[config.mk]
export PLATFORM = sky130hd
export DESIGN_NAME = Multiplier
export DESIGN_NICKNAME = d
export VERILOG_FILES = /design/src/mulPkg.sv /design/src/Multiplier.sv /design/src/addSub9.sv /design/src/buttonSync.sv /design/src/controlUnit.sv /design/src/hexDriver.sv /design/src/shiftRegister.sv
export SDC_FILE = /design/constraint.sdc
export NUM_CORES = 1
export LEC_CHECK = 0
export BUFFER_PORTS_ARGS = -buffer_cell sky130_fd_sc_hd__buf_2
export CORE_UTILIZATION = 52
export DETAILED_ROUTE_END_ITERATION = 7
export PLACE_DENSITY_LB_ADDON = 0.12
export SLEW_MARGIN = 20
export SYNTH_ARGS = -nofsm -noshare
export SYNTH_HDL_FRONTEND = slang
export SYNTH_SLANG_ARGS = --single-unit
[constraint.sdc]
create_clock -name Clk -period 2.2 [get_ports Clk]
set_clock_uncertainty 0.05 [all_clocks]
set_input_delay 0.22 -clock Clk [delete_from_list [all_inputs] [get_ports Clk]]
set_output_delay 0.22 -clock Clk [all_outputs]
set_load 0.05 [all_outputs]
[src/mulPkg.sv]
package mulPkg;

    // ########################################################################
    // widths
    // ########################################################################

    typedef logic [7:0] byteT;          // operand or product half
    typedef logic [3:0] nibbleT;        // one hex digit
    typedef logic [6:0] segT;           // active low, bit 0 is segment a

    // ########################################################################
    // control
    // ########################################################################

    localparam int numSteps = 8;        // multiplier bits

    typedef enum logic [2:0]
    {
        idle,
        clearLoad,
        operand,
        accumulate,
        shift,
        hold
    } ctrlStateT;

endpackage

[src/Multiplier.sv]
`timescale 1ns/1ns

module Multiplier
(
    input  logic         Clk,
    input  logic         rstN,
    input  mulPkg::byteT s,
    input  logic         run,
    input  logic         clearALoadB,
    output mulPkg::byteT aVal,
    output mulPkg::byteT bVal,
    output logic         x,
    output mulPkg::segT  aHexU,
    output mulPkg::segT  aHexL,
    output mulPkg::segT  bHexU,
    output mulPkg::segT  bHexL
);
    import mulPkg::*;

    logic runSync;
    logic clearSync;
    logic clrLd;
    logic latchOp;
    logic subOp;
    logic loadA;
    logic shiftEn;
    logic aOut;
    logic bOut;
    logic opSub;
    logic newRun;
    logic signOut;
    byteT opA;
    byteT opB;
    byteT sum;
    segT  aHexUComb;
    segT  aHexLComb;
    segT  bHexUComb;
    segT  bHexLComb;

    // ########################################################################
    // buttons and control
    // ########################################################################

    buttonSync runSyncInst   (.Clk(Clk), .rstN(rstN), .async(run), .sync(runSync));
    buttonSync clearSyncInst (.Clk(Clk), .rstN(rstN), .async(clearALoadB), .sync(clearSync));

    controlUnit ctrl
    (
        .Clk(Clk), .rstN(rstN), .runSync(runSync), .clearSync(clearSync), .m(bOut),
        .clrLd(clrLd), .latchOp(latchOp), .subOp(subOp), .loadA(loadA), .shift(shiftEn)
    );

    // ########################################################################
    // datapath
    // ########################################################################

    always_ff @(posedge Clk)
    begin
        if (latchOp)
        begin
            opA <= newRun ? '0 : aVal;
            opB <= s;                   // multiplicand straight from switches
        end
    end

    always_ff @(posedge Clk)
    begin
        if (!rstN)
        begin
            opSub <= 1'b0;
        end
        else if (latchOp)
        begin
            opSub <= subOp;
        end
    end

    assign newRun = latchOp && opSub;   // first step after a finished run

    addSub9 adder (.a(opA), .b(opB), .sub(opSub), .sum(sum), .signOut(signOut));

    always_ff @(posedge Clk)
    begin
        if (!rstN || clrLd || newRun)
        begin
            x <= 1'b0;
        end
        else if (loadA)
        begin
            x <= signOut;
        end
    end

    shiftRegister regA
    (
        .Clk(Clk), .rstN(rstN), .clear(clrLd || newRun), .load(loadA), .shift(shiftEn),
        .din(sum), .shiftIn(x), .dout(aVal), .shiftOut(aOut)
    );

    shiftRegister regB
    (
        .Clk(Clk), .rstN(rstN), .clear(1'b0), .load(clrLd), .shift(shiftEn),
        .din(s), .shiftIn(aOut), .dout(bVal), .shiftOut(bOut)
    );

    // ########################################################################
    // displays
    // ########################################################################

    hexDriver aHexUInst (.nibble(aVal[7:4]), .seg(aHexUComb));
    hexDriver aHexLInst (.nibble(aVal[3:0]), .seg(aHexLComb));
    hexDriver bHexUInst (.nibble(bVal[7:4]), .seg(bHexUComb));
    hexDriver bHexLInst (.nibble(bVal[3:0]), .seg(bHexLComb));

    always_ff @(posedge Clk)
    begin
        aHexU <= aHexUComb;             // one cycle behind aVal
        aHexL <= aHexLComb;
        bHexU <= bHexUComb;
        bHexL <= bHexLComb;
    end

endmodule

[src/addSub9.sv]
`timescale 1ns/1ns

module addSub9
(
    input  mulPkg::byteT a,
    input  mulPkg::byteT b,
    input  logic         sub,
    output mulPkg::byteT sum,
    output logic         signOut
);
    logic [8:0] aExt;
    logic [8:0] bExt;
    logic [8:0] bOp;
    logic [8:0] total;

    always_comb
    begin
        aExt  = {a[7], a};
        bExt  = {b[7], b};
        bOp   = sub ? (~bExt + 9'd1) : bExt;    // negate for last step
        total = aExt + bOp;
    end

    assign sum     = total[7:0];
    assign signOut = total[8];

endmodule

[src/buttonSync.sv]
`timescale 1ns/1ns

module buttonSync
(
    input  logic Clk,
    input  logic rstN,
    input  logic async,
    output logic sync
);
    logic meta;                         // first stage, may go metastable

    always_ff @(posedge Clk)
    begin
        if (!rstN)
        begin
            meta <= 1'b0;
            sync <= 1'b0;
        end
        else
        begin
            meta <= async;
            sync <= meta;
        end
    end

endmodule

[src/controlUnit.sv]
`timescale 1ns/1ns

module controlUnit
(
    input  logic Clk,
    input  logic rstN,
    input  logic runSync,
    input  logic clearSync,
    input  logic m,
    output logic clrLd,
    output logic latchOp,
    output logic subOp,
    output logic loadA,
    output logic shift
);
    import mulPkg::*;

    ctrlStateT                    state;
    ctrlStateT                    stateNext;
    logic [$clog2(numSteps)-1:0]  stepCnt;      // current multiplier bit
    logic                         lastStep;

    assign lastStep = (stepCnt == $bits(stepCnt)'(numSteps - 1));

    // ########################################################################
    // state and step counter
    // ########################################################################

    always_ff @(posedge Clk)
    begin
        if (!rstN)
        begin
            state   <= idle;
            stepCnt <= '0;
        end
        else
        begin
            state <= stateNext;
            if (state == idle)
            begin
                stepCnt <= '0;
            end
            else if (state == mulPkg::shift)
            begin
                stepCnt <= stepCnt + 1'b1;
            end
        end
    end

    always_comb
    begin
        stateNext = state;
        case (state)
            idle:
            begin
                if (clearSync)
                begin
                    stateNext = clearLoad;      // clear wins over run
                end
                else if (runSync)
                begin
                    stateNext = operand;
                end
            end
            clearLoad:
            begin
                stateNext = hold;               // wait for release
            end
            operand:
            begin
                stateNext = accumulate;
            end
            accumulate:
            begin
                stateNext = mulPkg::shift;
            end
            mulPkg::shift:
            begin
                stateNext = lastStep ? hold : operand;
            end
            hold:
            begin
                if (!runSync && !clearSync)
                begin
                    stateNext = idle;
                end
            end
            default:
            begin
                stateNext = idle;
            end
        endcase
    end

    // ########################################################################
    // strobes
    // ########################################################################

    assign clrLd   = (state == clearLoad);
    assign latchOp = (state == operand);
    assign subOp   = (state == operand) && lastStep;    // sign bit of multiplier
    assign loadA   = (state == accumulate) && m;
    assign shift   = (state == mulPkg::shift);

endmodule

[src/hexDriver.sv]
`timescale 1ns/1ns

module hexDriver
(
    input  mulPkg::nibbleT nibble,
    output mulPkg::segT    seg
);

    always_comb
    begin
        case (nibble)
            4'h0: seg = 7'h40;
            4'h1: seg = 7'h79;
            4'h2: seg = 7'h24;
            4'h3: seg = 7'h30;
            4'h4: seg = 7'h19;
            4'h5: seg = 7'h12;
            4'h6: seg = 7'h02;
            4'h7: seg = 7'h78;
            4'h8: seg = 7'h00;
            4'h9: seg = 7'h10;
            4'hA: seg = 7'h08;
            4'hB: seg = 7'h03;
            4'hC: seg = 7'h46;
            4'hD: seg = 7'h21;
            4'hE: seg = 7'h06;
            4'hF: seg = 7'h0E;
            default: seg = 7'h7F;       // blank
        endcase
    end

endmodule

[src/shiftRegister.sv]
`timescale 1ns/1ns

module shiftRegister
(
    input  logic         Clk,
    input  logic         rstN,
    input  logic         clear,
    input  logic         load,
    input  logic         shift,
    input  mulPkg::byteT din,
    input  logic         shiftIn,
    output mulPkg::byteT dout,
    output logic         shiftOut
);

    always_ff @(posedge Clk)
    begin
        if (!rstN)
        begin
            dout <= '0;
        end
        else if (clear)
        begin
            dout <= '0;
        end
        else if (load)
        begin
            dout <= din;
        end
        else if (shift)
        begin
            dout <= {shiftIn, dout[7:1]};       // msb takes serial in
        end
    end

    assign shiftOut = dout[0];

endmodule

Yosys cells after proc, flatten, opt, wreduce, memory -nomap -nowiden
Memory sizes are Yosys's and may differ from the RTL's. A register that Yosys moved wholly into a read port is not among the register bits. Index checks and enable logic that the tools add are counted.

Reductions and logical operators: 16. Add/sub/neg operators: 3. Bitwise operators: 2. Mux-type cells: 10. Equality and inequality tests: 8.

Operators with widths (number): $mux 8 (4); $pmux 3 s6 (1); $mux 3 (4); $add 9x1->9 const B (1); $add 9x9->9 (1); $eq 3x3->1 const B (3); $mux 9 (1); $not 9->9 (1); $eq 3x2->1 const B (2); $logic_and 1x1->1 (4); $reduce_bool 2->1 (2); $reduce_or 2->1 (2); $add 3x1->3 const B (1); $eq 3x1->1 const B (1); $logic_not 1->1 (3); $logic_not 3->1 (1); $logic_or 1x1->1 (3); $ne 3x3->1 const B (1); $ne 2x1->1 const B (1); $reduce_and 2->1 (1); $not 1->1 (1).

Bits in read-only memories: 448. Flip-flop bits (word level): 44. Memories: 4. Output and inout port bits: 45. Input port bits: 12. Logic and storage cells: 55.

Memory list: (no name shown) (depth 16, width 7, read ports 1, clocked after memory_dff 1, wr ports 0, RTL line hexDriver.sv:11) `case (nibble)`; (no name shown) (depth 16, width 7, read ports 1, clocked after memory_dff 1, wr ports 0, RTL line hexDriver.sv:11); (no name shown) (depth 16, width 7, read ports 1, clocked after memory_dff 1, wr ports 0, RTL line hexDriver.sv:11); (no name shown) (depth 16, width 7, read ports 1, clocked after memory_dff 1, wr ports 0, RTL line hexDriver.sv:11).

Longest topological paths before layout
Depth after elaboration: 5. Depth in mapped cells: 11. Gate-level depth less buffers: 11.

Hierarchy
A second synthesis with hierarchy kept.

Cells, all modules: 376. Area, all modules: 4003.8 um2.

Modules (own cells, without submodules): Multiplier (sequential area each 1081.0 um2, times used 1, area each 1193.6 um2, cells each 61); hexDriver (aHexLInst ...) (sequential area each 0.0 um2, times used 3, area each 275.3 um2, cells each 32); shiftRegister (sequential area each 160.2 um2, times used 2, area each 382.9 um2, cells each 37); addSub9 (sequential area each 0.0 um2, times used 1, area each 490.5 um2, cells each 62); controlUnit (sequential area each 120.1 um2, times used 1, area each 349.1 um2, cells each 42); hexDriver (aHexUInst) (sequential area each 0.0 um2, times used 1, area each 274.0 um2, cells each 33); buttonSync (sequential area each 40.0 um2, times used 2, area each 52.6 um2, cells each 4).

Worst setup path after synthesis
Ideal clock, no wire load.

Path kind: flip-flop to flip-flop. Start: register opB[0]. End: register x. Path buffers: 0. Library setup time: 0.086 ns. Arrival: 2.140 ns. Path slack: -0.075 ns. Required time: 2.064 ns. Stages on the path, launching flop included: 12. Period minus slack after synthesis: 2.275 ns. Cells stage by stage: edfxtp_1 > inv_1 > ha_1 > nand2_1 > o21ai_0 > inv_1 > fa_1 > nand2b_1 > a211oi_1 > o22ai_1 > xnor2_1 > a211oi_1.

Longest elaborated chain between the ends: 4.

RTL lines: from (decl) (RTL line Multiplier.sv:33) `byteT opB;`; from (signal assigned) (RTL line Multiplier.sv:62) `opB <= s;`; $not 9->9 (RTL line addSub9.sv:20) `bOp = sub ? (~bExt + 9'd1) : bExt;`; $add 9x1->9 (RTL line addSub9.sv:20); $mux 9 (*) (RTL line addSub9.sv:20); $add 9x9->9 (*) (RTL line addSub9.sv:21) `total = aExt + bOp;`; to (signal assigned) (RTL line Multiplier.sv:90) `x <= signOut;`; to (decl) (RTL line Multiplier.sv:12) `output logic x,`.

Every way passes the cells marked *; elsewhere a longest branch is shown, timed or not. A chain may end at the register's enable or synchronous reset.

Worst setup path in the final report
Start: register opB[2]. End: register regA.dout[7].

Longest elaborated chain between the ends: 5.

RTL lines: $not 9->9 (RTL line addSub9.sv:20); $add 9x1->9 (RTL line addSub9.sv:20); $mux 9 (*) (RTL line addSub9.sv:20); $add 9x9->9 (*) (RTL line addSub9.sv:21); $mux 8 (*) (RTL line shiftRegister.sv:26) `else if (load)`; to (signal assigned) (RTL line shiftRegister.sv:28) `dout <= din;`; to (signal assigned) (RTL line shiftRegister.sv:32) `dout <= {shiftIn, dout[7:1]};`; to (decl) (RTL line shiftRegister.sv:12) `output mulPkg::byteT dout,`.

Marks and branches as above.

==> impl_metrics.ini <==
[layout]
layout_commonest_cell = buf_2
drive_above_1_share_pct = 27.9
syn_to_final_growth_pct = 22.9
fillers = 542
num-nets-final = 519
utilization_pct = 67.7
num_antenna_cells = 0
layout_common_cells = buf_2, dfxtp_1, nor2_1, nand2_1, ha_1
design_area_mm2 = 0.00470
fin_cells = 572
multi_input_comb_area_mm2 = 0.00218
regArea_mm2 = 0.00160

[setup_path]
crit_fanout = 5
path_class = reg -> reg
cp-end-kind = flop
critPathArrivalTime_ns = 2.56
worstPathRequired_ns = 2.43
setup.worst_path.start_class = flop

[synthesis]
ys_async_sr_fraction_pct = 0
synth_seq_cells = 72
syn_inst = 405
synth_fp_nets = 453
syn_area_per_cell_um2 = 9.45
synth_cell_types = 51
ys_seq_area_share_pct = 41.9
syn-cell-area_mm2 = 0.00383
synth_edf_count = 16
synth-main-ff-cell = dfxtp_1
synth_warnings = 0

[global_routing]
grt_max_degree = 18
grt_pass1_vias = 2858
track_usage_pct = 22.5
gr-total-overflow = 0
antenna_found_initial = 0
grt_pass1_wl_mm = 13.4

[sta]
tns_ns = -0.274
max_freq_mhz = 429
setup_viol = 4
grt_setup_unrepaired = yes
worst_pin_slew_ns = 0.574
final.period_utilization_pct = 106
maxSlewViolCount = 0
fin_ws_ns = -0.132
relSlewSlack_pct = 61.7
post-route-min-period_ns = 2.33
hold_viol_final = 0
timing.hold.ws_ns = 0.0124

[die]
start_util_pct = 55.1
dieArea_mm2 = 0.00771
fp.dieH_um = 87.8
row_count = 30
core_area_mm2 = 0.00694
ios = 57
dieWidth_um = 87.8

[route]
drt_iter0_markers = 120
wl_mm = 8.22
first_pass_iters = 4
wire_per_inst_um = 14.4
num_vias = 3077
drc = 0
routed_via_density = 5.38
drtAntennaViolNets = 0

[place]
io_buffers = 56
dp_hpwl_mm = 5.50
routabilityCongestion = 0.876
dp.cells = 547
placed_cell_area_mm2 = 0.00423
dp_slack_ns = -0.186

[status]
status = complete, but fails checks
violations = negative setup slack

[power]
pwr-share-seq_pct = 37.2
power_mw = 4.79
p_sw_share_pct = 38.5
clockPowerShare_pct = 26.6
ir_worst_vdd_uv = 1030
pwr-share-comb_pct = 36.2
power.density_mw_per_mm2 = 1020
power.leakage_nw = 1.99
intPower_mw = 2.95
power.switching_mw = 1.84

[cts]
cts_root_buf = clkbuf_8
ctsHoldBuffers = 0
cts_tree = built
clk_pin_slew_worst_paths_ns = 0.08
cts_buffers = 9
clock_path_buffers = 2
clock_latency_ns = 0.35
clkSinkCount = 72
h-tree-depth = 3

[hold_path]
min_path_type = in -> reg

[run]
cap_violations = 0
## power groups by stage
stage	logic (mW)	registers, mW	clock network [mW]
finish	1.74	1.78	1.27
global route	1.87	1.81	1.35
CTS	1.63	1.78	1.29
detailed placement	1.58	1.80	0
global placement	1.55	1.80	0
floorplan	0.833	2.19	0
## area by class of cell
class,count,share of cell area [%]
repair buffers,82,10.3
multi-input cells,287,46.3
clock buffers,9,2.63
well taps,96,2.55
clock inverters,7,2.55
flip-flops and latches,72,34.1
inverters,19,1.52
## kinds of logic (layout without fill, tap and decap cells)
kind of cell,after synthesis,in the layout,synth area share (%)
and+or+nand+nor,137,137,17.8
AOI/OAI and AO/OA,88,88,15.6
DFF,72,72,41.9
buffers and inverters,46,117,5.43
adders and majority gates,36,36,12.0
muxes,14,14,4.64
xor gates and xnor gates,12,12,2.75
## state kept, by name, summed over array words and instances, names as in the netlist, 7 cells and up
signal / count
bHexL: 7
aHexU: 7
opB: 8
opA: 8
aHexL: 7
regA.dout: 8
bHexU: 7
regB.dout: 8
## final timing paths
check                           from            endpoint  slack, ns  cells past startpoint
setup / recovery              opB[2]        regA.dout[7]      -0.13                     10
hold / removal                  s[6]              opB[6]       0.01                      1
setup reg to reg              opB[2]        regA.dout[7]      -0.13                     10
hold reg to reg   clearSyncInst.meta  clearSyncInst.sync       0.38                      1
## cells in the mapped netlist, types with 2 or more instances
library cell | number | area share [%]
a31oi_1 | 6 | 0.98
nor2b_1 | 12 | 2.0
o21a_1 | 6 | 1.2
o22ai_1 | 2 | 0.33
dfxtp_1 | 56 | 29
and2_1 | 6 | 0.98
o211ai_1 | 2 | 0.39
buf_4 | 3 | 0.59
a22o_1 | 6 | 1.4
buf_6 | 2 | 0.59
nor3b_2 | 2 | 0.65
a211o_1 | 3 | 0.69
clkbuf_1 | 15 | 1.5
nand3_1 | 5 | 0.65
nand2_1 | 41 | 4.0
mux2i_1 | 11 | 2.9
a21oi_1 | 17 | 2.2
nor2_1 | 45 | 4.4
nor3_1 | 3 | 0.39
o211a_1 | 2 | 0.52
a211oi_1 | 8 | 1.6
ha_1 | 35 | 11
edfxtp_1 | 16 | 13
a22oi_1 | 2 | 0.39
xnor2_1 | 10 | 2.3
o21ai_0 | 17 | 2.2
xor2_1 | 2 | 0.46
nand3b_1 | 2 | 0.39
inv_1 | 19 | 1.9
a32o_1 | 3 | 0.78
mux4_2 | 3 | 1.8
a21boi_0 | 4 | 0.78
a311oi_1 | 5 | 1.1
o31ai_1 | 3 | 0.59
buf_2 | 7 | 0.92
or3b_2 | 3 | 0.69
nand2b_1 | 7 | 1.1
## per-layer routing
layer / vias to the layer above / track usage [%] / share of wire, % / wire, µm
met5: - / 0 / 0 / 0
met4: 0 / 9.54 / 1.6 / 134
met3: 13 / 4.43 / 4.2 / 348
met2: 74 / 36.5 / 48 / 3930
met1: 1449 / 29.4 / 46 / 3800
li1: 1541 / - / - / -
## worst max-delay path, stage by stage (launching register included)
cell	delay (ns)
edfxtp_1	0.45
nor2_2	0.18
nand4b_1	0.20
o31ai_2	0.26
xnor2_1	0.11
ha_1	0.37
nor3_1	0.07
a21oi_1	0.11
nor2_1	0.06
a211o_1	0.25
nor3b_2	0.15
## what timing repair did
item,CTS,global route
pin swaps,13,14
gates resized for setup,17,20
endpoints found under the setup margin,5,5
gates cloned,0,0
buffers inserted,3,6
Note: power is estimated with default switching activity, not from simulation.
